File: src/include/chip_params.svh
// chip parameters: data widths, cache geometry and instruction encodings
`ifndef CHIP_PARAMS_SVH
`define CHIP_PARAMS_SVH

// ------------------------------
// widths and cache geometry
`define WORD_W   32
`define WADDR_W  30  // word address
`define BADDR_W  28  // memory block address, 4 words per block
`define LINE_W   128
`define LINE_NUM 8
`define TAG_W    25

// ------------------------------
// opcodes and R-type function codes
`define OP_RTYPE 6'b000000
`define OP_LW    6'b100011
`define OP_SW    6'b101011
`define OP_BEQ   6'b000100
`define FN_ADD   6'b100000
`define FN_SUB   6'b100010
`define FN_AND   6'b100100
`define FN_OR    6'b100101
`define FN_SLT   6'b101010

// alu op class passed from decode to execute
`define ALUC_ADD 2'd0
`define ALUC_SUB 2'd1
`define ALUC_FN  2'd2  // pick by function code

`endif

File: src/design/chip_pkg.sv
// chip package: vector types and state encodings shared by pipeline and caches
`default_nettype none
`include "chip_params.svh"

package chip_pkg;

    typedef logic [`WORD_W-1:0]  word_t;
    typedef logic [`WADDR_W-1:0] waddr_t;
    typedef logic [`BADDR_W-1:0] baddr_t;
    typedef logic [`LINE_W-1:0]  line_t;
    typedef logic [`TAG_W-1:0]   tag_t;
    typedef logic [4:0]          reg_idx_t;

    typedef enum logic [2:0] {
        alu_add,
        alu_sub,
        alu_and,
        alu_or,
        alu_slt
    } alu_op_t;

    // cache miss handling
    typedef enum logic [1:0] {
        st_idle,
        st_compare,
        st_allocate,
        st_writeback
    } cache_state_t;

endpackage

`default_nettype wire

File: src/design/chip_ifs.sv
// pipeline interfaces: cache request bus and the ID/EX and EX/MEM stage registers
`timescale 1ns/10ps
`default_nettype none

// processor side of a cache
interface cache_if;
    import chip_pkg::*;

    logic   ren;
    logic   wen;
    waddr_t addr;
    word_t  wdata;
    word_t  rdata;
    logic   stall;  // combinational, high until the request is done

    modport requester (output ren, wen, addr, wdata, input rdata, stall);
    modport responder (input ren, wen, addr, wdata, output rdata, stall);
endinterface


interface ex_mem_if;
    import chip_pkg::*;

    logic     reg_write, mem_to_reg, branch, mem_read, mem_write;
    waddr_t   target;
    logic     zero;
    word_t    result, store_data;
    reg_idx_t dest;

    modport producer (output reg_write, mem_to_reg, branch, mem_read, mem_write,
                      target, zero, result, store_data, dest);
    modport consumer (input reg_write, mem_to_reg, branch, mem_read, mem_write,
                      target, zero, result, store_data, dest);
endinterface

`default_nettype wire

File: src/design/memory_stage.sv
// memory stage: data-cache request, branch decision, MEM/WB register and writeback mux
`timescale 1ns/10ps
`default_nettype none
`include "chip_params.svh"

module memory_stage (
    input  logic               clk,
    input  logic               rst_n,
    input  logic               stall,
    ex_mem_if.consumer         ex_mem,
    cache_if.requester         dcache,
    output logic               branch_taken,
    output chip_pkg::waddr_t   branch_target,
    output logic               wb_wen,
    output chip_pkg::reg_idx_t wb_reg,
    output chip_pkg::word_t    wb_data
);
    import chip_pkg::*;

    logic  mw_reg_write, mw_mem_to_reg;
    word_t mw_load_data, mw_result;

    // data addresses are word addresses
    assign dcache.ren   = ex_mem.mem_read;
    assign dcache.wen   = ex_mem.mem_write;
    assign dcache.addr  = ex_mem.result[`WADDR_W-1:0];
    assign dcache.wdata = ex_mem.store_data;

    assign branch_taken  = ex_mem.branch & ex_mem.zero;
    assign branch_target = ex_mem.target;

    // MEM/WB register
    always_ff @(posedge clk or negedge rst_n) begin
        if (!rst_n) begin
            mw_reg_write  <= 1'b0;
            mw_mem_to_reg <= 1'b0;
        end else if (!stall) begin
            mw_reg_write  <= ex_mem.reg_write;
            mw_mem_to_reg <= ex_mem.mem_to_reg;
        end
    end

    always_ff @(posedge clk) begin
        if (!stall) begin
            mw_load_data <= dcache.rdata;  // valid once the load is done
            mw_result    <= ex_mem.result;
            wb_reg       <= ex_mem.dest;
        end
    end

    assign wb_wen  = mw_reg_write;
    assign wb_data = mw_mem_to_reg ? mw_load_data : mw_result;

endmodule

`default_nettype wire

File: src/flat_wrapper.sv
// flat-port wrapper written by rule: the top's interface ports become plain ports
module memory_stage_flat import chip_pkg::*;
  (clk, rst_n, stall, branch_taken, branch_target, wb_wen, wb_reg, wb_data, ex_mem_reg_write, ex_mem_mem_to_reg, ex_mem_branch, ex_mem_mem_read, ex_mem_mem_write, ex_mem_target, ex_mem_zero, ex_mem_result, ex_mem_store_data, ex_mem_dest, dcache_ren, dcache_wen, dcache_addr, dcache_wdata, dcache_rdata, dcache_stall);
  ex_mem_if ex_mem_i ();
  cache_if dcache_i ();
  input  logic clk;
  input  logic rst_n;
  input  logic stall;
  output logic branch_taken;
  output chip_pkg::waddr_t branch_target;
  output logic wb_wen;
  output chip_pkg::reg_idx_t wb_reg;
  output chip_pkg::word_t wb_data;
  input wire logic [$bits(ex_mem_i.reg_write)-1:0] ex_mem_reg_write;
  input wire logic [$bits(ex_mem_i.mem_to_reg)-1:0] ex_mem_mem_to_reg;
  input wire logic [$bits(ex_mem_i.branch)-1:0] ex_mem_branch;
  input wire logic [$bits(ex_mem_i.mem_read)-1:0] ex_mem_mem_read;
  input wire logic [$bits(ex_mem_i.mem_write)-1:0] ex_mem_mem_write;
  input wire logic [$bits(ex_mem_i.target)-1:0] ex_mem_target;
  input wire logic [$bits(ex_mem_i.zero)-1:0] ex_mem_zero;
  input wire logic [$bits(ex_mem_i.result)-1:0] ex_mem_result;
  input wire logic [$bits(ex_mem_i.store_data)-1:0] ex_mem_store_data;
  input wire logic [$bits(ex_mem_i.dest)-1:0] ex_mem_dest;
  output wire logic [$bits(dcache_i.ren)-1:0] dcache_ren;
  output wire logic [$bits(dcache_i.wen)-1:0] dcache_wen;
  output wire logic [$bits(dcache_i.addr)-1:0] dcache_addr;
  output wire logic [$bits(dcache_i.wdata)-1:0] dcache_wdata;
  input wire logic [$bits(dcache_i.rdata)-1:0] dcache_rdata;
  input wire logic [$bits(dcache_i.stall)-1:0] dcache_stall;
  assign ex_mem_i.reg_write = ex_mem_reg_write;
  assign ex_mem_i.mem_to_reg = ex_mem_mem_to_reg;
  assign ex_mem_i.branch = ex_mem_branch;
  assign ex_mem_i.mem_read = ex_mem_mem_read;
  assign ex_mem_i.mem_write = ex_mem_mem_write;
  assign ex_mem_i.target = ex_mem_target;
  assign ex_mem_i.zero = ex_mem_zero;
  assign ex_mem_i.result = ex_mem_result;
  assign ex_mem_i.store_data = ex_mem_store_data;
  assign ex_mem_i.dest = ex_mem_dest;
  assign dcache_ren = dcache_i.ren;
  assign dcache_wen = dcache_i.wen;
  assign dcache_addr = dcache_i.addr;
  assign dcache_wdata = dcache_i.wdata;
  assign dcache_i.rdata = dcache_rdata;
  assign dcache_i.stall = dcache_stall;
  memory_stage u_core (.clk(clk), .rst_n(rst_n), .stall(stall), .ex_mem(ex_mem_i), .dcache(dcache_i), .branch_taken(branch_taken), .branch_target(branch_target), .wb_wen(wb_wen), .wb_reg(wb_reg), .wb_data(wb_data));
endmodule
File: config.mk
export PLATFORM = sky130hd
export DESIGN_NAME = memory_stage_flat
export DESIGN_NICKNAME = d
export VERILOG_FILES = /design/src/design/chip_pkg.sv /design/src/design/chip_ifs.sv /design/src/design/memory_stage.sv /design/src/flat_wrapper.sv
export VERILOG_INCLUDE_DIRS = /design/src /design/src/include
export SDC_FILE = /design/constraint.sdc
export NUM_CORES = 1
export LEC_CHECK = 0
export BUFFER_PORTS_ARGS = -buffer_cell sky130_fd_sc_hd__buf_2
export CORE_AREA = 4 4 104 106
export CTS_CLUSTER_DIAMETER = 80
export CTS_CLUSTER_SIZE = 24
export DETAILED_ROUTE_END_ITERATION = 12
export DIE_AREA = 0 0 108 110
export PLACE_DENSITY = 0.79
export SLEW_MARGIN = 20
export SYNTH_ARGS = -nofsm -noshare
export SYNTH_HDL_FRONTEND = slang
export SYNTH_SLANG_ARGS = --single-unit
File: constraint.sdc
create_clock -name clk -period 3.48 [get_ports clk]
set_input_delay 1.044 -clock clk [delete_from_list [all_inputs] [get_ports clk]]
set_output_delay 1.044 -clock clk [all_outputs]
set_load 0.005 [all_outputs]
Word-level counts from Yosys, hierarchy flattened
Index checks and enable logic that the tools add are counted.
{ "word_totals": {"register_bits": 71, "input_bits": 141, "out_inout_bits": 133, "elab_cells": 7} }
{ "classes": {"n_mux": 1, "bitwise_logic": 1} }
{ "ops": {"columns": ["operator", "count"], "rows": [
  ["$mux 32", 1],
  ["$and 1x1->1", 1]
]} }

Logic depth before layout (Yosys ltp)
{ "logic_depth": {"depth_word": 1, "depth_mapped": 3, "ltp_nobuf": 1} }

Worst setup path after synthesis
Ideal clock, no wire load.
{ "synth_path": {"path_kind": "in2reg", "startpoint": "input stall", "endpoint": "register u_core.mw_load_data[0], enable pin", "setup_ns": 0.423, "arrival_time_ns": 2.383, "required_ns": 3.057, "slack_ns": 0.675, "stages": 1, "path_buffers": 0, "cell_sequence": "inv_1"} }
{ "synth_rtl": {"columns": ["element", "line_no", "text"], "rows": [
  ["start, declared", "flat_wrapper.sv:8", "input logic stall;"],
  ["end signal, assigned", "memory_stage.sv:45", "mw_load_data <= dcache.rdata;"],
  ["end, declared", "memory_stage.sv:21", "word_t mw_load_data, mw_result;"]
]} }
No word-level cell between the ends.

Worst setup path in the final report
{ "layout_path": {"startpoint": "register u_core.mw_mem_to_reg", "endpoint": "output wb_data[16]"} }
{ "layout_via": {"elab_chain_cells": 1} }
{ "layout_lines": {"columns": ["element", "line_no", "text"], "rows": [
  ["start, declared", "memory_stage.sv:20", "logic mw_reg_write, mw_mem_to_reg;"],
  ["start signal, assigned", "memory_stage.sv:39", "mw_mem_to_reg <= ex_mem.mem_to_reg;"],
  ["$mux 32", "memory_stage.sv:52", "assign wb_data = mw_mem_to_reg ? mw_load_data : mw_result;"],
  ["end, declared", "flat_wrapper.sv:13", "output chip_pkg::word_t wb_data;"]
]} }
Every way passes these cells.

==> out/results.tsv <==
metric	value	unit
Clk Latency, worst-skew pair	330	ps
clk root buf	clkbuf_8	
Die X	108	um
Antenna Nets Post-Route	0	
Final Skew	0	ps
Inserted Diodes	0	
crit-path cells	buf_4, mux2_4, buf_2	
CP Capture Type	output pin	
Slowest Stage Delay on Critical Path	900	ps
setup TNS	0	ps
syn nets	346	
most frequent cells in the layout	buf_2 (144), edfxtp_1 (69), mux2_4 (29)	
Setup CP Type	register to output pin	
CTS tree	done	
io pins	274	
CTS Hold Bufs	0	
CP required	2440	ps
post-cts resize count	0	
final hold violations	0	
worst r2r src	u_core.mw_mem_to_reg	
drc violations	0	
initial antenna violation count	0	
RSZ-0062 raised after global routing	no	
commonest non-fill, non-tap cell in the layout	buf_2	
via/cell ratio	4.11	
synth unique cells	9	
status	finished, final reports clean	
Clock transition at path regs	70	ps
Tmin final	3010	ps
Worst R2R Setup Slack	2230	ps
number of cell rows	36	
cell at the slowest stage of the critical path	dfrtp_2	
leakage	1.63	nW
Max-cap violations	0	
DIE AREA	11900	um2
DP Area	3550	um2
DRT Pass-1 Iters	3	
via count	1658	
grt total ovfl	0	
Detailed Route WL	6310	um
DR iter-0 viols	33	
setup violators final	0	
crit path max fanout	26	
Design Area, Final	3720	um2
Reg-to-Reg End	u_core.mw_mem_to_reg	
max frequency	0.332	GHz
CP startpoint kind	register	
PD cells	499	nW/um2
Synth Warn #	0	
FF+latch count, synth	71	
Syn Inst Count	205	
Slew headroom	45.8	%
Tightest Pin Transition	813	ps
worst min-delay path category	input pin to async pin	
peak supply drop	170	uV
CTS Buffer Depth	2	
number of global-route vias before repair	1689	
Synth Area per Inst	16.6	um2
max-slew violation count	0	
Routed WL per cell	15.6	um
CP arrival	1970	ps
synthesized area	3400	um2
fillers	957	
share of layout cells above drive strength 1	73.3	%
GP Congestion	0.597	
Reg2Reg Depth	1	
Post-DP HPWL	4760	um
largest net degree at the start of global routing	70	
GRT Total Usage	10.1	%
Num CTS Buffers	9	
PortBufs	144	
Initial Utilization	34.8	%
H-Tree Depth	3	
core area	9770	um2
first-pass GRT wire length	8710	um
Clock Sinks	71	
sequential share of the synthesized area	62.4	%
Final nets	406	
area grow syn2layout	9.42	%
Die Y	110	um
crit share post-route	86.6	%
Post-CTS Setup Bufs	0	
-- worst max-delay path by stage --
stage	startpoint	to	slack, ps
floorplan	stall	u_core.mw_load_data[0]	670
global placement	u_core.mw_mem_to_reg	wb_data[13]	820
detailed placement	u_core.mw_mem_to_reg	wb_data[16]	810
CTS	u_core.mw_mem_to_reg	wb_data[16]	420
global route	u_core.mw_mem_to_reg	wb_data[17]	340
finish	u_core.mw_mem_to_reg	wb_data[16]	470
-- metal layers --
metal / part of all wire [%] / track usage, % / wire (um)
met1: 32 / 9.50 / 2040
met2: 49 / 16.4 / 3080
met3: 13 / 5.18 / 851
met4: 5.3 / 8.03 / 333
met5: 0 / 0 / 0
-- cell type report --
type	count	area, um2	area share, %
clock buffer	9	124	3.33
clock inverter	7	50.0	1.34
inverter	1	3.75	0.101
multi-input combinational	35	498	13.4
sequential	71	2120	57.1
tap	133	166	4.47
timing repair buffer	147	756	20.3
-- cell families after synthesis --
logic type	count (synthesis)	synth area share, %
AND/OR/NAND/NOR	1	0.184
multiplexers	34	14.5
buffers and inverters	99	23.0
flip-flops	71	62.4
-- worst max-delay path, delay by kind of cell, from the launching register on --
| kind | cells | cell delay, ps |
|---|---|---|
| flops | 1 | 900 |
| buf+inv | 2 | 430 |
| mux | 1 | 310 |
-- power breakdown --
group	leakage [nW]	internal (W)	switching (W)
logic	0.850	0.000155	0.0000913
registers	0.698	0.00101	0.0000340
clock network	0.0828	0.000258	0.000307
total	1.63	0.00143	0.000433
-- Yosys cell counts --
| library cell | n | area share (%) |
|---|---|---|
| and2_1 | 1 | 0.18 |
| buf_12 | 3 | 1.8 |
| buf_4 | 94 | 21 |
| buf_6 | 1 | 0.33 |
| dfrtp_1 | 2 | 1.5 |
| edfxtp_1 | 69 | 61 |
| inv_1 | 1 | 0.11 |
| mux2_2 | 5 | 1.7 |
| mux2_4 | 29 | 13 |
-- per-stage QoR --
stage	instances	util, %	worst slack [ps]	power (W)	hold slack, ps
2_1_floorplan	205	-	675	0.00127	504
3_3_place_gp	387	36.3	821	0.00131	482
3_5_place_dp	387	36.3	813	0.00132	503
4_1_cts	403	38.1	423	0.00190	448
5_1_grt	403	38.1	345	0.00196	450
6_report	403	38.1	467	0.00186	481
Power figures use the tool's default switching activity.
