--- config.mk ---
export PLATFORM = sky130hd
export DESIGN_NAME = execute_stage_flat
export DESIGN_NICKNAME = d
export VERILOG_FILES = /design/src/design/chip_pkg.sv /design/src/design/chip_ifs.sv /design/src/design/execute_stage.sv /design/src/flat_wrapper.sv
export VERILOG_INCLUDE_DIRS = /design/src /design/src/include
export SDC_FILE = /design/constraint.sdc
export NUM_CORES = 1
export LEC_CHECK = 0
export BUFFER_PORTS_ARGS = -buffer_cell sky130_fd_sc_hd__buf_2
export CAP_MARGIN = 10
export CORE_MARGIN = 2
export CORE_UTILIZATION = 55
export DETAILED_ROUTE_END_ITERATION = 6
export PLACE_DENSITY = 0.82
export SLEW_MARGIN = 20
export SYNTH_ARGS = -nofsm -noshare
export SYNTH_HDL_FRONTEND = slang
export SYNTH_SLANG_ARGS = --single-unit
--- constraint.sdc ---
create_clock -name clk -period 0.9 [get_ports clk]
set_input_delay 0.18 -clock clk [delete_from_list [all_inputs] [get_ports clk]]
set_output_delay 0.18 -clock clk [all_outputs]
set_load 0.01 [all_outputs]
--- src/include/chip_params.svh ---
// chip parameters: data widths, cache geometry and instruction encodings
`ifndef CHIP_PARAMS_SVH
`define CHIP_PARAMS_SVH

// ------------------------------
// widths and cache geometry
`define WORD_W   32
`define WADDR_W  30  // word address
`define BADDR_W  28  // memory block address, 4 words per block
`define LINE_W   128
`define LINE_NUM 8
`define TAG_W    25

// ------------------------------
// opcodes and R-type function codes
`define OP_RTYPE 6'b000000
`define OP_LW    6'b100011
`define OP_SW    6'b101011
`define OP_BEQ   6'b000100
`define FN_ADD   6'b100000
`define FN_SUB   6'b100010
`define FN_AND   6'b100100
`define FN_OR    6'b100101
`define FN_SLT   6'b101010

// alu op class passed from decode to execute
`define ALUC_ADD 2'd0
`define ALUC_SUB 2'd1
`define ALUC_FN  2'd2  // pick by function code

`endif

--- src/design/chip_pkg.sv ---
// chip package: vector types and state encodings shared by pipeline and caches
`default_nettype none
`include "chip_params.svh"

package chip_pkg;

    typedef logic [`WORD_W-1:0]  word_t;
    typedef logic [`WADDR_W-1:0] waddr_t;
    typedef logic [`BADDR_W-1:0] baddr_t;
    typedef logic [`LINE_W-1:0]  line_t;
    typedef logic [`TAG_W-1:0]   tag_t;
    typedef logic [4:0]          reg_idx_t;

    typedef enum logic [2:0] {
        alu_add,
        alu_sub,
        alu_and,
        alu_or,
        alu_slt
    } alu_op_t;

    // cache miss handling
    typedef enum logic [1:0] {
        st_idle,
        st_compare,
        st_allocate,
        st_writeback
    } cache_state_t;

endpackage

`default_nettype wire

--- src/design/chip_ifs.sv ---
// pipeline interfaces: cache request bus and the ID/EX and EX/MEM stage registers
`timescale 1ns/10ps
`default_nettype none


interface id_ex_if;
    import chip_pkg::*;

    logic     reg_write, mem_to_reg, branch, mem_read, mem_write, reg_dst, alu_src;
    logic     [1:0] alu_class;
    waddr_t   pc;
    word_t    rdata1, rdata2, imm;
    reg_idx_t rt, rd;

    modport producer (output reg_write, mem_to_reg, branch, mem_read, mem_write,
                      reg_dst, alu_src, alu_class, pc, rdata1, rdata2, imm, rt, rd);
    modport consumer (input reg_write, mem_to_reg, branch, mem_read, mem_write,
                      reg_dst, alu_src, alu_class, pc, rdata1, rdata2, imm, rt, rd);
endinterface

interface ex_mem_if;
    import chip_pkg::*;

    logic     reg_write, mem_to_reg, branch, mem_read, mem_write;
    waddr_t   target;
    logic     zero;
    word_t    result, store_data;
    reg_idx_t dest;

    modport producer (output reg_write, mem_to_reg, branch, mem_read, mem_write,
                      target, zero, result, store_data, dest);
    modport consumer (input reg_write, mem_to_reg, branch, mem_read, mem_write,
                      target, zero, result, store_data, dest);
endinterface

`default_nettype wire

--- src/design/execute_stage.sv ---
// execute stage: ALU control, ALU, branch target and EX/MEM register
`timescale 1ns/10ps
`default_nettype none
`include "chip_params.svh"

module execute_stage (
    input  logic       clk,
    input  logic       rst_n,
    input  logic       stall,
    id_ex_if.consumer  id_ex,
    ex_mem_if.producer ex_mem
);
    import chip_pkg::*;

    alu_op_t alu_op;
    word_t   op_b;
    word_t   diff;
    word_t   result;

    // ------------------------------
    // ALU control
    always_comb begin
        case (id_ex.alu_class)
            `ALUC_ADD: alu_op = alu_add;  // lw / sw address
            `ALUC_SUB: alu_op = alu_sub;  // beq compare
            default: begin
                case (id_ex.imm[5:0])
                    `FN_ADD: alu_op = alu_add;
                    `FN_SUB: alu_op = alu_sub;
                    `FN_OR:  alu_op = alu_or;
                    `FN_SLT: alu_op = alu_slt;
                    default: alu_op = alu_and;  // FN_AND and unknown codes
                endcase
            end
        endcase
    end

    assign op_b = id_ex.alu_src ? id_ex.imm : id_ex.rdata2;
    assign diff = id_ex.rdata1 - op_b;

    always_comb begin
        case (alu_op)
            alu_add: result = id_ex.rdata1 + op_b;
            alu_sub: result = diff;
            alu_and: result = id_ex.rdata1 & op_b;
            alu_or:  result = id_ex.rdata1 | op_b;
            default: result = word_t'($signed(id_ex.rdata1) < $signed(op_b));  // slt
        endcase
    end

    // ------------------------------
    // EX/MEM register
    always_ff @(posedge clk or negedge rst_n) begin
        if (!rst_n) begin
            {ex_mem.reg_write, ex_mem.mem_to_reg, ex_mem.branch} <= '0;
            {ex_mem.mem_read, ex_mem.mem_write} <= '0;
        end else if (!stall) begin
            {ex_mem.reg_write, ex_mem.mem_to_reg} <= {id_ex.reg_write, id_ex.mem_to_reg};
            {ex_mem.branch, ex_mem.mem_read, ex_mem.mem_write} <=
                {id_ex.branch, id_ex.mem_read, id_ex.mem_write};
        end
    end

    always_ff @(posedge clk) begin
        if (!stall) begin
            ex_mem.target     <= id_ex.pc + 1'b1 + id_ex.imm[`WADDR_W-1:0];  // word units
            ex_mem.zero       <= (diff == '0);
            ex_mem.result     <= result;
            ex_mem.store_data <= id_ex.rdata2;
            ex_mem.dest       <= id_ex.reg_dst ? id_ex.rd : id_ex.rt;
        end
    end

endmodule

`default_nettype wire

--- src/flat_wrapper.sv ---
// flat-port wrapper written by rule: the top's interface ports become plain ports
module execute_stage_flat import chip_pkg::*;
  (clk, rst_n, stall, id_ex_reg_write, id_ex_mem_to_reg, id_ex_branch, id_ex_mem_read, id_ex_mem_write, id_ex_reg_dst, id_ex_alu_src, id_ex_alu_class, id_ex_pc, id_ex_rdata1, id_ex_rdata2, id_ex_imm, id_ex_rt, id_ex_rd, ex_mem_reg_write, ex_mem_mem_to_reg, ex_mem_branch, ex_mem_mem_read, ex_mem_mem_write, ex_mem_target, ex_mem_zero, ex_mem_result, ex_mem_store_data, ex_mem_dest);
  id_ex_if id_ex_i ();
  ex_mem_if ex_mem_i ();
  input  logic clk;
  input  logic rst_n;
  input  logic stall;
  input wire logic [$bits(id_ex_i.reg_write)-1:0] id_ex_reg_write;
  input wire logic [$bits(id_ex_i.mem_to_reg)-1:0] id_ex_mem_to_reg;
  input wire logic [$bits(id_ex_i.branch)-1:0] id_ex_branch;
  input wire logic [$bits(id_ex_i.mem_read)-1:0] id_ex_mem_read;
  input wire logic [$bits(id_ex_i.mem_write)-1:0] id_ex_mem_write;
  input wire logic [$bits(id_ex_i.reg_dst)-1:0] id_ex_reg_dst;
  input wire logic [$bits(id_ex_i.alu_src)-1:0] id_ex_alu_src;
  input wire logic [$bits(id_ex_i.alu_class)-1:0] id_ex_alu_class;
  input wire logic [$bits(id_ex_i.pc)-1:0] id_ex_pc;
  input wire logic [$bits(id_ex_i.rdata1)-1:0] id_ex_rdata1;
  input wire logic [$bits(id_ex_i.rdata2)-1:0] id_ex_rdata2;
  input wire logic [$bits(id_ex_i.imm)-1:0] id_ex_imm;
  input wire logic [$bits(id_ex_i.rt)-1:0] id_ex_rt;
  input wire logic [$bits(id_ex_i.rd)-1:0] id_ex_rd;
  output wire logic [$bits(ex_mem_i.reg_write)-1:0] ex_mem_reg_write;
  output wire logic [$bits(ex_mem_i.mem_to_reg)-1:0] ex_mem_mem_to_reg;
  output wire logic [$bits(ex_mem_i.branch)-1:0] ex_mem_branch;
  output wire logic [$bits(ex_mem_i.mem_read)-1:0] ex_mem_mem_read;
  output wire logic [$bits(ex_mem_i.mem_write)-1:0] ex_mem_mem_write;
  output wire logic [$bits(ex_mem_i.target)-1:0] ex_mem_target;
  output wire logic [$bits(ex_mem_i.zero)-1:0] ex_mem_zero;
  output wire logic [$bits(ex_mem_i.result)-1:0] ex_mem_result;
  output wire logic [$bits(ex_mem_i.store_data)-1:0] ex_mem_store_data;
  output wire logic [$bits(ex_mem_i.dest)-1:0] ex_mem_dest;
  assign id_ex_i.reg_write = id_ex_reg_write;
  assign id_ex_i.mem_to_reg = id_ex_mem_to_reg;
  assign id_ex_i.branch = id_ex_branch;
  assign id_ex_i.mem_read = id_ex_mem_read;
  assign id_ex_i.mem_write = id_ex_mem_write;
  assign id_ex_i.reg_dst = id_ex_reg_dst;
  assign id_ex_i.alu_src = id_ex_alu_src;
  assign id_ex_i.alu_class = id_ex_alu_class;
  assign id_ex_i.pc = id_ex_pc;
  assign id_ex_i.rdata1 = id_ex_rdata1;
  assign id_ex_i.rdata2 = id_ex_rdata2;
  assign id_ex_i.imm = id_ex_imm;
  assign id_ex_i.rt = id_ex_rt;
  assign id_ex_i.rd = id_ex_rd;
  assign ex_mem_reg_write = ex_mem_i.reg_write;
  assign ex_mem_mem_to_reg = ex_mem_i.mem_to_reg;
  assign ex_mem_branch = ex_mem_i.branch;
  assign ex_mem_mem_read = ex_mem_i.mem_read;
  assign ex_mem_mem_write = ex_mem_i.mem_write;
  assign ex_mem_target = ex_mem_i.target;
  assign ex_mem_zero = ex_mem_i.zero;
  assign ex_mem_result = ex_mem_i.result;
  assign ex_mem_store_data = ex_mem_i.store_data;
  assign ex_mem_dest = ex_mem_i.dest;
  execute_stage u_core (.clk(clk), .rst_n(rst_n), .stall(stall), .id_ex(id_ex_i), .ex_mem(ex_mem_i));
endmodule
==> impl_metrics.ini, run 1 <==
[clock_network]
cts-root-buf = clkbuf_16
cts.sinks = 105
cts_max_level = 3
ctsLongestPathBuffers = 2
cts_buffers = 9

[die]
rows = 49
io_pins = 253
chipHeight_um = 141
initial_utilization_pct = 56.6
die_w_um = 141

[synth]
ys.flop_type = edfxtp_1
ys_ff_latch = 105
synth_cell_types = 76
syn_area_per_cell_um2 = 9.15
synth_nets = 1422
synth_edf_count = 100
postSynth.asyncResetShare_pct = 4.76
syn_inst = 1123
yosysSeqAreaShare_pct = 30.4
synth_top_area_cell = edfxtp_1
syn-cell-area_um2 = 10300
synth_top_area_share_pct = 29.2
synth_warnings = 0
synthTopCellsByArea = edfxtp_1 (29%), ha_1 (18%), a21oi_1 (5.1%), xnor2_1 (4.3%), inv_1 (3.8%)

[grt]
gr-total-overflow = 70
grt_pass1_wl_um = 121000
grt_max_degree = 28
grt_usage_pct = 82.9
grt_pass1_vias = 18000

[placed_design]
portBuffers = 252
place_congestion = 1.00
post-place-cells = 2025
hpwl_um = 38200

[outcome]
first-error = [ERROR GRT-0116] Global routing finished with congestion. Check the congestion regions in the DRC Viewer.
run_status = did not finish
haltStage = global routing (5_1_grt)
[cells in the mapped netlist, types with 6 or more instances]
master,number
o211ai_1,14
a31oi_1,11
nor2b_1,9
a211oi_1,19
xor2_1,27
and3_1,6
o31ai_1,7
a21oi_1,104
a2111oi_0,6
nand2_1,53
nor4_1,7
nand2b_1,15
o22ai_1,13
o21ai_0,60
a21o_1,26
xnor2_1,50
inv_1,103
or4_1,6
ha_1,148
o221ai_1,6
clkbuf_1,26
o21a_1,13
a22oi_1,9
mux2i_1,35
nand3_1,23
edfxtp_1,100
mux2_2,11
nor2_1,78
nor3_1,24
o21bai_1,11
[repair_timing]
action / CTS
setup endpoints to repair: 167
setup buffers: 51
endpoints found under the hold margin: 5
hold buffers: 1
gates resized for setup: 232
pin swaps: 93
[cells by family after synthesis]
| group | share of synthesized area (%) |
|---|---|
| buf+inv | 5.18 |
| xor+xnor | 6.56 |
| flops | 30.4 |
| compound gates | 21.8 |
| fa+ha+maj | 18.6 |
| mux | 4.62 |
| simple gates | 12.8 |
[routing by layer]
metal	global-route usage, %	overflow
met1	80.5	0
met2	95.2	36
met3	74.6	4
met4	85.3	30
met5	39.1	0
[stage by stage]
step | instance area [um2] | worst slack (ns) | utilization (%) | hold WS [ns] | TNS (ns)
CTS | 17400 | -2.56 | 95.6 | 0.00171 | -112.70
detailed placement | 15700 | -3.21 | 86.3 | 0.00210 | -135.21
global placement | 15700 | -3.07 | 86.3 | -0.00517 | -126.21
floorplan | 10800 | -2.63 | - | -0.116 | -211.14
==> run 2, diff against run 1 <==
--- a/config.mk
+++ b/config.mk
@@ -9,9 +9,9 @@
 export BUFFER_PORTS_ARGS = -buffer_cell sky130_fd_sc_hd__buf_2
 export CAP_MARGIN = 10
 export CORE_MARGIN = 2
-export CORE_UTILIZATION = 55
+export CORE_UTILIZATION = 40
 export DETAILED_ROUTE_END_ITERATION = 6
-export PLACE_DENSITY = 0.82
+export PLACE_DENSITY_LB_ADDON = 0.15
 export SLEW_MARGIN = 20
 export SYNTH_ARGS = -nofsm -noshare
 export SYNTH_HDL_FRONTEND = slang
==> run 2 against run 1 <==
The flow now finishes, with violations (setup timing). Synthesized cell count is the same. Area after synthesis is the same.
==> impl_metrics.ini, run 2 <==
[clock_network]
cts_max_level = 3
clkTransAtPathRegs_ns = 0.09
cts-root-buf = clkbuf_16
cts_buffers = 9
ctsLongestPathBuffers = 2
cts_tree = built
cts.sinks = 105
clk_latency_ns = 0.36

[final_layout]
reg_top3 = u_core.ex_mem.result x32, u_core.ex_mem.store_data x32, u_core.ex_mem.target x30
design_area_um2 = 18100
area_growth_pct = 75.8
drive_gt1_share_pct = 55.4
regArea_um2 = 3130
multi_input_area_um2 = 8380
stdcell_count = 2187
final_common_cell = buf_4
final_cell_mix = buf_4 (434), buf_2 (242), ha_1 (115), edfxtp_1 (100), inv_1 (96)
layout.nets = 2149
fillers = 1877

[sta]
tns_ns = -108.40
fmax_mhz = 295
min_period_ns = 3.39
timing.final.ws_setup_ns = -2.49
slew_violations = 0
fin_crit_sh_pct = 377
rsz0062_at_grt = true
finalHoldViolCount = 0
worst_slew_pin_slew_ns = 0.483
fin_skew_ns = 0
hold-worst-slack_ns = 0.0100
setup_viol = 167
slew_headroom_pct = 67.0

[synth]
ys_ff_latch = 105
syn_inst = 1123
yosys.cell_count.top_type = ha_1
yosysSeqAreaShare_pct = 30.4
yosys.area_share.simple_pct = 12.8
synth_top_area_cell = edfxtp_1
ys_top_cells_by_count = ha_1 (148), a21oi_1 (104), inv_1 (103), edfxtp_1 (100), nor2_1 (78)
synth_warnings = 0
synthTopCellsByArea = edfxtp_1 (29%), ha_1 (18%), a21oi_1 (5.1%), xnor2_1 (4.3%), inv_1 (3.8%)
synth_compound_area_share_pct = 21.8
synth_nets = 1422
synthMuxAreaShare_pct = 4.62
syn-cell-area_um2 = 10300
synth_fa_ha_area_share_pct = 18.6
synth_xor_area_share_pct = 6.56
ys.flop_type = edfxtp_1
synth_edf_count = 100
synth_cell_types = 76
postSynth.asyncResetShare_pct = 4.76
synth_top_area_share_pct = 29.2
syn_area_per_cell_um2 = 9.15
synth_top_family_by_area = compound AO/OA/AOI/OAI gates

[grt]
use_met3_pct = 4.75
grt_usage_pct = 30.0
grt_use_met1_pct = 39.8
grt_pass1_wl_um = 61900
grt-busiest-layer = met2
grt_pass1_vias = 11400
gr-total-overflow = 0
grt_max_degree = 45
antenna_found_initial = 2
grt_util_met2_pct = 51.4

[setup_path]
cp_common_cell = nand4_1
critPathMaxFanout = 4
crit_family = simple AND/OR/NAND/NOR gates
start_kind = input pin
cp-end-kind = flop
crit_slowest_cell = or4b_4
cp_cell_sequence = buf_12, mux2i_4, inv_2, ha_4, fa_2, and2b_2, o31a_1, xnor2_2, a2111oi_4, nand4_1, or4b_4, nor4_4, nand4_1, or4_4, nor4_2
critPathBufInv = 2
crit_required_ns = 1.10
cp_slowest_stage_delay_ns = 0.52
critPathKind = in2reg
crit_arrival_ns = 3.59

[die]
initial_utilization_pct = 40.8
die_w_um = 164
io_pins = 253
chipHeight_um = 164
core-area_um2 = 25200
rows = 58
dieArea_um2 = 27000

[min_path]
hold_class = in2reg

[pwr]
internal-power_mw = 14.5
cellLeakagePower_nw = 8.39
pwr-share-seq_pct = 27.1
p_switching_mw = 8.69
comb_power_share_pct = 55.4
p_per_area_nw_per_um2 = 1290
irDropWorstVdd_v = 0.000927
switching_share_pct = 37.4
p_clk_share_pct = 17.5

[outcome]
violations = setup timing
run_status = finished with violations

[placed_design]
place_area_um2 = 15600
portBuffers = 252
hpwl_um = 33000
place_congestion = 1.02
post-place-cells = 2107

[run]
drv_cap = 0

[route]
vias_per_cell = 5.33
wirelength_um = 42600
drt-initial-drc-count = 943
post_drt_wl_per_cell_um = 19.5
num_vias = 11700
drc_errors = 0
ant_nets = 0
first_pass_iters = 5
-- run 2: cell counts after synthesis --
No cell type changed its count.
-- run 2: per-stage QoR --
stage          util (%)  worst slack, ns  total power, mW
6_report           71.7            -2.49             23.2
5_1_grt            71.7            -2.59             24.4
4_1_cts            68.1            -2.50             22.1
3_5_place_dp       62.0            -3.03             16.9
3_3_place_gp       62.0            -2.96             16.8
2_1_floorplan         -            -2.63             11.6
-- run 2: area by class of cell --
cell class | count | area share [%]
multi-input combinational | 879 | 46.4
antenna | 2 | 0.0277
inverter | 104 | 2.29
timing repair buffer | 751 | 30.1
clock buffer | 10 | 1.27
sequential | 105 | 17.3
tap | 330 | 2.29
clock inverter | 6 | 0.319
-- run 2: layer usage --
metal  wire length, um  vias to the layer above
met2             20300                      478
met5                 0                        -
li1                  -                     5556
met3              3250                       67
met1             18200                     5565
met4               932                        0
-- run 2: power by group through the flow --
stage / Sequential [mW] / Combinational (mW) / Clock [mW]
5_1_grt: 6.35 / 13.7 / 4.35
3_3_place_gp: 6.39 / 10.4 / 0
2_1_floorplan: 6.76 / 4.83 / 0
3_5_place_dp: 6.41 / 10.5 / 0
6_report: 6.30 / 12.9 / 4.06
4_1_cts: 6.30 / 11.7 / 4.12
-- run 2: path summary, 6_finish.rpt --
path,startpoint,endpoint,slack (ns),cells past startpoint
hold / removal,id_ex_rdata2[23],u_core.ex_mem.store_data[23],0.01,1
hold reg to reg,u_core.ex_mem.mem_write,u_core.ex_mem.mem_write,0.51,1
max in group asynchronous,rst_n,u_core.ex_mem.reg_write,0.62,2
setup reg to reg,u_core.ex_mem.mem_read,u_core.ex_mem.mem_read,0.13,1
min in group asynchronous,rst_n,u_core.ex_mem.mem_to_reg,0.16,2
setup / recovery,id_ex_alu_src,u_core.ex_mem.zero,-2.49,15
-- run 2: cell families (layout without fill, tap and decap cells) --
family	after synthesis	in the layout
simple gates	261	261
fa+ha+maj	151	151
xor+xnor	77	77
compound gates	344	344
other cells	0	2
mux	46	46
flops	105	105
buf+inv	139	871
-- run 2: timing repair --
| action | 4_1_cts | 5_1_grt |
|---|---|---|
| endpoints found under the hold margin | 5 | 1 |
| buffers inserted | 48 | 38 |
| setup endpoints to repair | 167 | 166 |
| pin swaps | 110 | 108 |
| gates resized for setup | 207 | 155 |
| cloned | 1 | 0 |
| hold buffers | 1 | 1 |
(Power assumes the default switching activity.)
