File: src/include/chip_params.svh
// chip parameters: data widths, cache geometry and instruction encodings
`ifndef CHIP_PARAMS_SVH
`define CHIP_PARAMS_SVH

// ------------------------------
// widths and cache geometry
`define WORD_W   32
`define WADDR_W  30  // word address
`define BADDR_W  28  // memory block address, 4 words per block
`define LINE_W   128
`define LINE_NUM 8
`define TAG_W    25

// ------------------------------
// opcodes and R-type function codes
`define OP_RTYPE 6'b000000
`define OP_LW    6'b100011
`define OP_SW    6'b101011
`define OP_BEQ   6'b000100
`define FN_ADD   6'b100000
`define FN_SUB   6'b100010
`define FN_AND   6'b100100
`define FN_OR    6'b100101
`define FN_SLT   6'b101010

// alu op class passed from decode to execute
`define ALUC_ADD 2'd0
`define ALUC_SUB 2'd1
`define ALUC_FN  2'd2  // pick by function code

`endif

File: src/design/chip_pkg.sv
// chip package: vector types and state encodings shared by pipeline and caches
`default_nettype none
`include "chip_params.svh"

package chip_pkg;

    typedef logic [`WORD_W-1:0]  word_t;
    typedef logic [`WADDR_W-1:0] waddr_t;
    typedef logic [`BADDR_W-1:0] baddr_t;
    typedef logic [`LINE_W-1:0]  line_t;
    typedef logic [`TAG_W-1:0]   tag_t;
    typedef logic [4:0]          reg_idx_t;

    typedef enum logic [2:0] {
        alu_add,
        alu_sub,
        alu_and,
        alu_or,
        alu_slt
    } alu_op_t;

    // cache miss handling
    typedef enum logic [1:0] {
        st_idle,
        st_compare,
        st_allocate,
        st_writeback
    } cache_state_t;

endpackage

`default_nettype wire

File: src/design/chip_ifs.sv
// pipeline interfaces: cache request bus and the ID/EX and EX/MEM stage registers
`timescale 1ns/10ps
`default_nettype none

// processor side of a cache
interface cache_if;
    import chip_pkg::*;

    logic   ren;
    logic   wen;
    waddr_t addr;
    word_t  wdata;
    word_t  rdata;
    logic   stall;  // combinational, high until the request is done

    modport requester (output ren, wen, addr, wdata, input rdata, stall);
    modport responder (input ren, wen, addr, wdata, output rdata, stall);
endinterface


`default_nettype wire

File: src/design/cache.sv
// direct-mapped cache: 8 lines of 4 words, write-back and write-allocate when writable
`timescale 1ns/10ps
`default_nettype none
`include "chip_params.svh"

module cache #(
    parameter bit WRITABLE = 1'b1  // 0 strips the write and write-back paths
) (
    input  logic             clk,
    input  logic             rst_n,
    cache_if.responder       proc,
    output logic             mem_read,
    output logic             mem_write,
    output chip_pkg::baddr_t mem_addr,
    output chip_pkg::line_t  mem_wdata,
    input  chip_pkg::line_t  mem_rdata,
    input  logic             mem_ready
);
    import chip_pkg::*;

    localparam int IDX_W = $clog2(`LINE_NUM);

    line_t                data_q [0:`LINE_NUM-1];
    tag_t                 tag_q  [0:`LINE_NUM-1];
    logic [`LINE_NUM-1:0] valid_q;
    logic [`LINE_NUM-1:0] dirty_q;
    cache_state_t         state, state_nxt;

    tag_t             tag_in;
    logic [IDX_W-1:0] idx;
    logic [1:0]       offset;
    logic             wr, req, hit, victim_dirty;
    line_t            line, line_wr;

    assign {tag_in, idx, offset} = proc.addr;

    assign wr   = WRITABLE && proc.wen;
    assign req  = proc.ren || wr;
    assign line = data_q[idx];
    assign hit  = valid_q[idx] && (tag_q[idx] == tag_in);
    assign victim_dirty = WRITABLE && valid_q[idx] && dirty_q[idx];

    // done in the compare cycle that hits
    assign proc.stall = req && !(state == st_compare && hit);
    assign proc.rdata = line[offset*`WORD_W +: `WORD_W];

    always_comb begin
        line_wr = line;
        line_wr[offset*`WORD_W +: `WORD_W] = proc.wdata;  // merge store word
    end

    // ------------------------------
    // miss FSM
    // compare holds while requests keep hitting, so two caches waiting
    // on each other stay in step
    always_comb begin
        state_nxt = state;
        case (state)
            st_idle:      if (req) state_nxt = st_compare;
            st_compare: begin
                if (!req)              state_nxt = st_idle;
                else if (hit)          state_nxt = st_compare;
                else if (victim_dirty) state_nxt = st_writeback;
                else                   state_nxt = st_allocate;
            end
            st_allocate:  if (mem_ready) state_nxt = st_compare;
            st_writeback: if (mem_ready) state_nxt = st_allocate;
            default:      state_nxt = st_idle;
        endcase
    end

    always_ff @(posedge clk or negedge rst_n) begin
        if (!rst_n) begin
            state     <= st_idle;
            mem_read  <= 1'b0;
            mem_write <= 1'b0;
            valid_q   <= '0;
            dirty_q   <= '0;
        end else begin
            state     <= state_nxt;
            mem_read  <= (state_nxt == st_allocate);  // held until mem_ready
            mem_write <= WRITABLE && (state_nxt == st_writeback);
            if (state == st_allocate && mem_ready) begin
                valid_q[idx] <= 1'b1;
                dirty_q[idx] <= 1'b0;
            end else if (state == st_compare && hit && wr) begin
                dirty_q[idx] <= 1'b1;
            end
        end
    end

    // ------------------------------
    // line storage and memory request payload
    always_ff @(posedge clk) begin
        if (state == st_allocate && mem_ready) begin
            data_q[idx] <= mem_rdata;  // refill
            tag_q[idx]  <= tag_in;
        end else if (state == st_compare && hit && wr) begin
            data_q[idx] <= line_wr;
        end
        if (WRITABLE && state_nxt == st_writeback) begin
            mem_addr <= {tag_q[idx], idx};  // victim block
        end else begin
            mem_addr <= {tag_in, idx};
        end
        mem_wdata <= WRITABLE ? line : '0;
    end

endmodule

`default_nettype wire

File: src/flat_wrapper.sv
// flat-port wrapper written by rule: the top's interface ports become plain ports
module cache_flat import chip_pkg::*;
#(
    parameter bit WRITABLE = 1'b1                                            
)
  (clk, rst_n, mem_read, mem_write, mem_addr, mem_wdata, mem_rdata, mem_ready, proc_ren, proc_wen, proc_addr, proc_wdata, proc_rdata, proc_stall);
  cache_if proc_i ();
  input  logic clk;
  input  logic rst_n;
  output logic mem_read;
  output logic mem_write;
  output chip_pkg::baddr_t mem_addr;
  output chip_pkg::line_t mem_wdata;
  input  chip_pkg::line_t mem_rdata;
  input  logic mem_ready;
  input wire logic [$bits(proc_i.ren)-1:0] proc_ren;
  input wire logic [$bits(proc_i.wen)-1:0] proc_wen;
  input wire logic [$bits(proc_i.addr)-1:0] proc_addr;
  input wire logic [$bits(proc_i.wdata)-1:0] proc_wdata;
  output wire logic [$bits(proc_i.rdata)-1:0] proc_rdata;
  output wire logic [$bits(proc_i.stall)-1:0] proc_stall;
  assign proc_i.ren = proc_ren;
  assign proc_i.wen = proc_wen;
  assign proc_i.addr = proc_addr;
  assign proc_i.wdata = proc_wdata;
  assign proc_rdata = proc_i.rdata;
  assign proc_stall = proc_i.stall;
  cache #(.WRITABLE(WRITABLE)) u_core (.clk(clk), .rst_n(rst_n), .proc(proc_i), .mem_read(mem_read), .mem_write(mem_write), .mem_addr(mem_addr), .mem_wdata(mem_wdata), .mem_rdata(mem_rdata), .mem_ready(mem_ready));
endmodule
File: config.mk
export PLATFORM = sky130hd
export DESIGN_NAME = cache_flat
export DESIGN_NICKNAME = d
export VERILOG_FILES = /design/src/design/chip_pkg.sv /design/src/design/chip_ifs.sv /design/src/design/cache.sv /design/src/flat_wrapper.sv
export VERILOG_INCLUDE_DIRS = /design/src /design/src/include
export SDC_FILE = /design/constraint.sdc
export NUM_CORES = 1
export LEC_CHECK = 0
export ABC_CLOCK_PERIOD_IN_PS = 29400
export BUFFER_PORTS_ARGS = -buffer_cell sky130_fd_sc_hd__buf_4
export CAP_MARGIN = 5
export CORE_MARGIN = 4
export CORE_UTILIZATION = 60
export CTS_CLUSTER_DIAMETER = 60
export DETAILED_ROUTE_END_ITERATION = 6
export PLACE_DENSITY = 0.8
export SYNTH_ARGS = -nofsm -noshare
export SYNTH_HDL_FRONTEND = slang
export SYNTH_SLANG_ARGS = --single-unit
File: constraint.sdc
create_clock -name clk -period 29.4 [get_ports clk]
set_input_delay 0 -clock clk [delete_from_list [all_inputs] [get_ports clk]]
set_output_delay 0 -clock clk [all_outputs]
set_load 0.02 [all_outputs]
=== Word-level counts from Yosys, hierarchy flattened ===
Memory sizes are Yosys's and may differ from the RTL's.
Cells that the tools add are included.

* Add/sub/neg operators: 1
* Magnitude comparators: 2
* Eq/ne operators: 6
* Shifts and indexed selects: 3
* Mux-type cells: 23
* Bitwise logic cells: 5
* Reductions and logical operators: 11

{| class="wikitable"
|+ Operators with widths
! kind !! number
|-
| bitwise mux 128 bit || 1
|-
| two-way mux 128 bit || 1
|-
| variable shift 32 x 34 -> 128 bit, first input constant || 1
|-
| variable part select 128 x 8 -> 32 bit || 1
|-
| variable part select 32 x 34 -> 128 bit || 1
|-
| negation 7 -> 34 bit || 1
|-
| two-way mux 28 bit || 1
|-
| == test 25 bit || 1
|-
| two-way mux 8 bit || 2
|-
| OR 8 bit || 2
|-
| two-way mux 2 bit || 5
|-
| two-way mux 1 bit || 9
|-
| bitwise AND 8 bit || 1
|-
| == test 2 bit, second input constant || 4
|-
| inverter 8 bit || 1
|-
| one-hot mux 2 bit (4 select lines) || 1
|-
| logical AND 1 bit || 7
|-
| binary-select mux 1 bit (select 3 bit) || 2
|-
| < comparator 3 x 4 -> 1 bit, second input constant || 1
|-
| demux 1 bit (select 3 bit) || 1
|-
| greater-or-equal comparator 3 x 1 -> 1 bit, second input constant || 1
|-
| == test 2 x 1 -> 1 bit, second input constant || 1
|-
| zero test 2 bit || 1
|-
| nonzero test 2 bit || 1
|-
| other kinds (3) || 3
|}

* Register bits after elaboration: 176
* Memory bits (writable): 1,224
* Input bits: 195
* Output and inout bits: 191
* Word-level logic and storage cells: 60
* Memories kept: 2

{| class="wikitable"
|+ Memory list
! name !! depth !! bits a word !! rd ports !! clocked after Yosys merged registers in !! wr ports !! line !! RTL
|-
| u_core.data_q || 8 || 128 || 1 || 0 || 1 || cache.sv:23 || <nowiki>line_t data_q [0:`LINE_NUM-1];</nowiki>
|-
| u_core.tag_q || 8 || 25 || 1 || 0 || 1 || cache.sv:24 || <nowiki>tag_t tag_q [0:`LINE_NUM-1];</nowiki>
|}

=== Longest topological paths before layout ===
* Depth in word-level cells: 9
* Gate-level depth with buffers: 15
* Gate-level depth less buffers: 8

=== Worst setup path after synthesis ===
No wires, ideal clock.

* Path type: reg-to-reg
* From: mem u_core.tag_q[3][16] in the netlist's numbering
* To: mem u_core.data_q[0][0] in the netlist's numbering, enable pin
* Setup time: 0.657 ns
* Arrival: 8.613 ns
* Data required time: 28.743 ns
* Setup slack: 20.130 ns
* Stages on the path, launching flop included: 12
* Buffers on the path: 3
* Period minus slack after synthesis: 9.270 ns
* Path through: edfxtp_1 -> mux2_1 -> mux4_2 -> or3_1 -> nand2_1 -> nand4_1 -> nor4_4 -> nand3_1 -> buf_2 -> buf_6 -> buf_6 -> a21oi_1

* Cells in the longest elaborated chain, start to end: 9

{| class="wikitable"
|+ Ends and longest elaborated chain
! element !! line !! RTL
|-
| start, declared || cache.sv:24 ||
|-
| memory (8 x 25 bit) || - ||
|-
| == test 25 bit || cache.sv:40 || <nowiki>assign hit = valid_q[idx] && (tag_q[idx] == tag_in);</nowiki>
|-
| logical AND 1 bit || cache.sv:40 ||
|-
| logical AND 1 bit (2 in a row) || cache.sv:98 || <nowiki>end else if (state == st_compare && hit && wr) begin</nowiki>
|-
| two-way mux 1 bit || cache.sv:98 ||
|-
| two-way mux 1 bit || cache.sv:95 || <nowiki>if (state == st_allocate && mem_ready) begin</nowiki>
|-
| two-way mux 1 bit (not written as such) || cache.sv:99 || <nowiki>data_q[idx] <= line_wr;</nowiki>
|-
| OR 1 bit (no line) || - ||
|-
| end, declared || cache.sv:23 ||
|}

No other way between the ends.

=== Final worst setup path ===
* From: in proc_addr[3]
* To: mem u_core.data_q[4][54] in the netlist's numbering, enable pin

* Cells in the longest elaborated chain, start to end: 9
* Elaborated cells between the ends (all ways): 11
* Those cells by class: 1 x eq/ne; 5 x mux; 1 x bitwise; 3 x reduce/logical; 1 x memory

{| class="wikitable"
|+ Ends and longest elaborated chain
! element !! line !! RTL
|-
| start, declared || flat_wrapper.sv:18 || <nowiki>input wire logic [$bits(proc_i.addr)-1:0] proc_addr;</nowiki>
|-
| memory (8 x 25 bit) / binary-select mux 1 bit (select 3 bit) (equally long branches) || - ||
|-
| == test 25 bit / two-way mux 1 bit (equally long branches) || cache.sv:40 ||
|-
| logical AND 1 bit || cache.sv:40 ||
|-
| logical AND 1 bit (2 in a row) || cache.sv:98 ||
|-
| two-way mux 1 bit || cache.sv:98 ||
|-
| two-way mux 1 bit || cache.sv:95 ||
|-
| two-way mux 1 bit (not written as such) || cache.sv:99 ||
|-
| OR 1 bit (no line) || - ||
|}

Several ways; a longest one is shown, not always the timed one. The select of a mux whose other input is x is not followed.

==> flow_metrics.py <==
metrics = {
    "routing": {
        "via_per_inst": 6.83,
        "drtIter0Drc": 4996,
        "drt_pass1_iterations": 7,
        "wl_per_cell_um": 33.2,
        "drcViolationCount": 2,
        "vias": 34100,
        "routed_wl_um": 166000,
        "postRouteAntennaNets": 0,
    },
    "run_status": {
        "status": "complete, but fails checks",
        "violations": "design-rule violations",
    },
    "timing": {
        "rsz0062_at_grt": "false",
        "timing.hold.ws_ns": 0.0820,
        "tns_ns": 0,
        "relSlewSlack_pct": 14.2,
        "max_slew.worst_pin.slew_ns": 1.29,
        "timing.final.crit_share_pct": 28.0,
        "setup_viol_count_final": 0,
        "slew_violations": 0,
        "fin_crit_ns": 8.22,
        "fin_ws_ns": 21.18,
        "finClkSkew_ns": 0.0442,
        "clock.fmax_ghz": 0.122,
        "hold_viol": 0,
    },
    "layout": {
        "finalNetCount": 3902,
        "regArea_um2": 40400,
        "area_growth_syn_to_layout_pct": 20.3,
        "design_area_um2": 64700,
        "fillers": 4975,
        "multi_input_area_um2": 12500,
        "layout-drive-gt1-share_pct": 25.8,
    },
    "logic_synthesis": {
        "synthAdderAreaFrac_pct": 0.116,
        "synth_mux_area_share_pct": 11.1,
        "synth-main-ff-cell": "edfxtp_1",
        "ys_types": 60,
        "yosys-top-cells-area": "edfxtp_1, dfxtp_1, mux4_2",
        "yosysSeqAreaShare_pct": 75.1,
        "yosysMostFrequentCell": "edfxtp_1",
        "syn-mean-instance-area_um2": 17.4,
        "synth_cells": 3082,
        "synth.largest_area_cell": "edfxtp_1",
        "synth-simple-area-share_pct": 3.28,
        "synthTopCellsByCount": "edfxtp_1, a22oi_1, nand2_1",
        "synth_compound_area_share_pct": 7.94,
        "synth_seq_cells": 1400,
        "syn-cell-area_um2": 53700,
        "async_flop_share_pct": 1.43,
        "yosysWarnings": 0,
        "synth_top_area_share_pct": 68.4,
        "synth_edf_count": 1224,
        "synth_nets": 3282,
        "synth_top_family_by_area": "multiplexers",
        "synth_xor_area_share_pct": 0.244,
    },
    "critical_path": {
        "crit_fanout": 78,
        "crit_buf_inv": 6,
        "crit_path_end_kind": "flip-flop",
        "cp_common_cell": "buf_4",
        "rr_worst_depth": 11,
        "start_kind": "input pin",
        "path_depth": 14,
        "critPathMaxStageDelay_ns": 0.94,
        "crit_arrival_ns": 8.57,
        "crit_chain": "clkbuf_8, buf_4, buf_4, nor2b_1, a22oi_1, and3_1, nor4_1, nand4_1, nor4_4, nand3_4, buf_4, a21oi_4, buf_4, buf_4",
        "path_delay_family": "buffers and inverters",
        "worstPathRequired_ns": 29.75,
        "worstSetupPathType": "in -> reg",
        "slowest_stage": "a21oi_4",
    },
    "global_route": {
        "grt_max_degree": 129,
        "antenna_found_initial": 8,
        "globalRouteTotalUtil_pct": 34.6,
        "gr-total-overflow": 0,
        "grt_first_pass_wirelength_um": 235000,
        "grt_pass1_vias": 34200,
    },
    "min_path": {
        "hp-class": "in -> reg",
        "hold_depth": 2,
    },
    "placed_design": {
        "place_ws_ns": 20.56,
        "io_buffer_count": 385,
        "gp_congestion": 0.910,
        "hpwlAfterDp_um": 95100,
        "dpl_cell_area_um2": 58000,
    },
    "cts": {
        "cts_buffer_depth": 3,
        "clkSinkCount": 1400,
        "path_clk_slew_ns": 0.06,
        "h-tree-depth": 4,
        "numCtsBuffers": 137,
        "cts_hold_buf": 224,
        "cts_root_buf": "clkbuf_16",
        "cts_tree": "built",
        "cts_resized": 0,
        "clock_latency_ns": 0.76,
        "post_cts_buffers": 0,
    },
    "die": {
        "die_area_um2": 94400,
        "dieWidth_um": 307,
        "die_h_um": 307,
        "start_util_pct": 60.6,
        "core_area_um2": 88600,
        "io_pins": 386,
        "num_rows": 109,
    },
    "power": {
        "clockPowerShare_pct": 38.0,
        "sw_frac_of_total_pct": 24.7,
        "irDropWorstVdd_mv": 0.0569,
        "p_per_area_nw_per_um2": 69.9,
        "power.switching_w": 0.00112,
        "combPwrFrac_pct": 11.4,
        "p_seq_share_pct": 50.6,
        "p_int_w": 0.00340,
        "power_leakage_nw": 22.6,
    },
    "run": {
        "max_cap_violations": 0,
    },
}
## layer usage
layer | global-route usage [%] | up-vias | part of all wire [%]
met5 | 0 | - | 0.023
met2 | 53.3 | 3084 | 46
met3 | 9.48 | 548 | 14
met4 | 19.4 | 6 | 6.2
met1 | 45.3 | 16800 | 33
li1 | - | 13600 | -
## state kept, by name (all words and copies together), names as in the netlist, named ones only
name,flops
u_core.mem_addr,28
u_core.state,2
u_core.tag_q,200
u_core.mem_read,1
u_core.data_q,1024
u_core.mem_wdata,128
u_core.valid_q,8
u_core.mem_write,1
## area by class of cell
| class | count | area share, % |
|---|---|---|
| inverters | 90 | 0.524 |
| clock buffers | 185 | 5.81 |
| diodes | 4 | 0.0155 |
| clock inverters | 69 | 0.966 |
| multi-input cells | 1408 | 19.3 |
| flip-flops and latches | 1400 | 62.4 |
| repair buffers | 665 | 8.67 |
| well taps | 1165 | 2.25 |
## power groups by stage
| stage | Sequential (W) | Clock (W) | Combinational [W] |
|---|---|---|---|
| after floorplan | 0.00237 | 0 | 0.000211 |
| after global placement | 0.00232 | 0 | 0.000462 |
| final | 0.00229 | 0.00172 | 0.000515 |
| after detailed placement | 0.00233 | 0 | 0.000470 |
| after global routing | 0.00229 | 0.00181 | 0.000530 |
| after CTS | 0.00229 | 0.00172 | 0.000501 |
## kinds of logic after synthesis
kind of cell               Yosys count
xor gates and xnor gates            15
buffers and inverters              274
DFF                               1400
muxes                              421
AOI/OAI and AO/OA                  582
and+or+nand+nor                    385
adders and majority gates            5
## worst register-to-register path, cell delays in order (launching register included)
cell,delay [ns]
edfxtp_1,0.38
mux4_2,0.48
mux2i_1,0.23
xnor2_1,0.21
nor4_1,0.53
nand4_1,0.24
nor4_4,0.66
nand3_4,0.67
buf_4,0.64
a21oi_4,0.99
buf_4,0.89
buf_4,0.82
## path summary, 6_finish.rpt
check / start / to / slack [ns]
setup reg to reg: u_core.tag_q[4][11] / u_core.data_q[4][54] / 22.27
setup / recovery: proc_addr[3] / u_core.data_q[4][54] / 21.18
max in group asynchronous: rst_n / asynchronous set/reset pin / 28.23
hold / removal: proc_addr[26] / u_core.tag_q[4][21] / 0.08
min in group asynchronous: rst_n / u_core.mem_write / 0.53
hold reg to reg: u_core.valid_q[6] / u_core.valid_q[6] / 0.47
## layout by cell type, fill, tap and decap left out, drive strengths merged, types with 4 or more instances in the layout
| cell type | instances |
|---|---|
| edfxtp | 1224 |
| buf | 440 |
| dlygate4sd3 | 224 |
| a22oi | 221 |
| clkbuf | 186 |
| nand2 | 184 |
| mux2 | 179 |
| dfxtp | 156 |
| mux2i | 130 |
| mux4 | 112 |
| o21ai | 101 |
| inv | 98 |
| a22o | 94 |
| nor2 | 70 |
| a221oi | 60 |
| clkinv | 51 |
| nand3 | 35 |
| a21oi | 34 |
| nand4 | 33 |
| dfrtp | 20 |
| nor3 | 18 |
| o22ai | 17 |
| xnor2 | 15 |
| or2 | 11 |
| o221ai | 9 |
| a221o | 8 |
| a41oi | 8 |
| a211oi | 7 |
| nor2b | 7 |
| bufinv | 6 |
| a222oi | 5 |
| o2bb2ai | 5 |
| a31oi | 5 |
| ha | 5 |
| nor4 | 5 |
| diode | 4 |
| clkinvlp | 4 |
## per-stage QoR
step	instances	total power [W]	utilization, %
finish	4986	0.00452	72.9
global route	4982	0.00463	72.9
CTS	4982	0.00451	72.9
detailed placement	4504	0.00280	65.5
global placement	4504	0.00278	65.5
floorplan	3082	0.00258	-
Note: power is estimated with default switching activity, not from simulation.
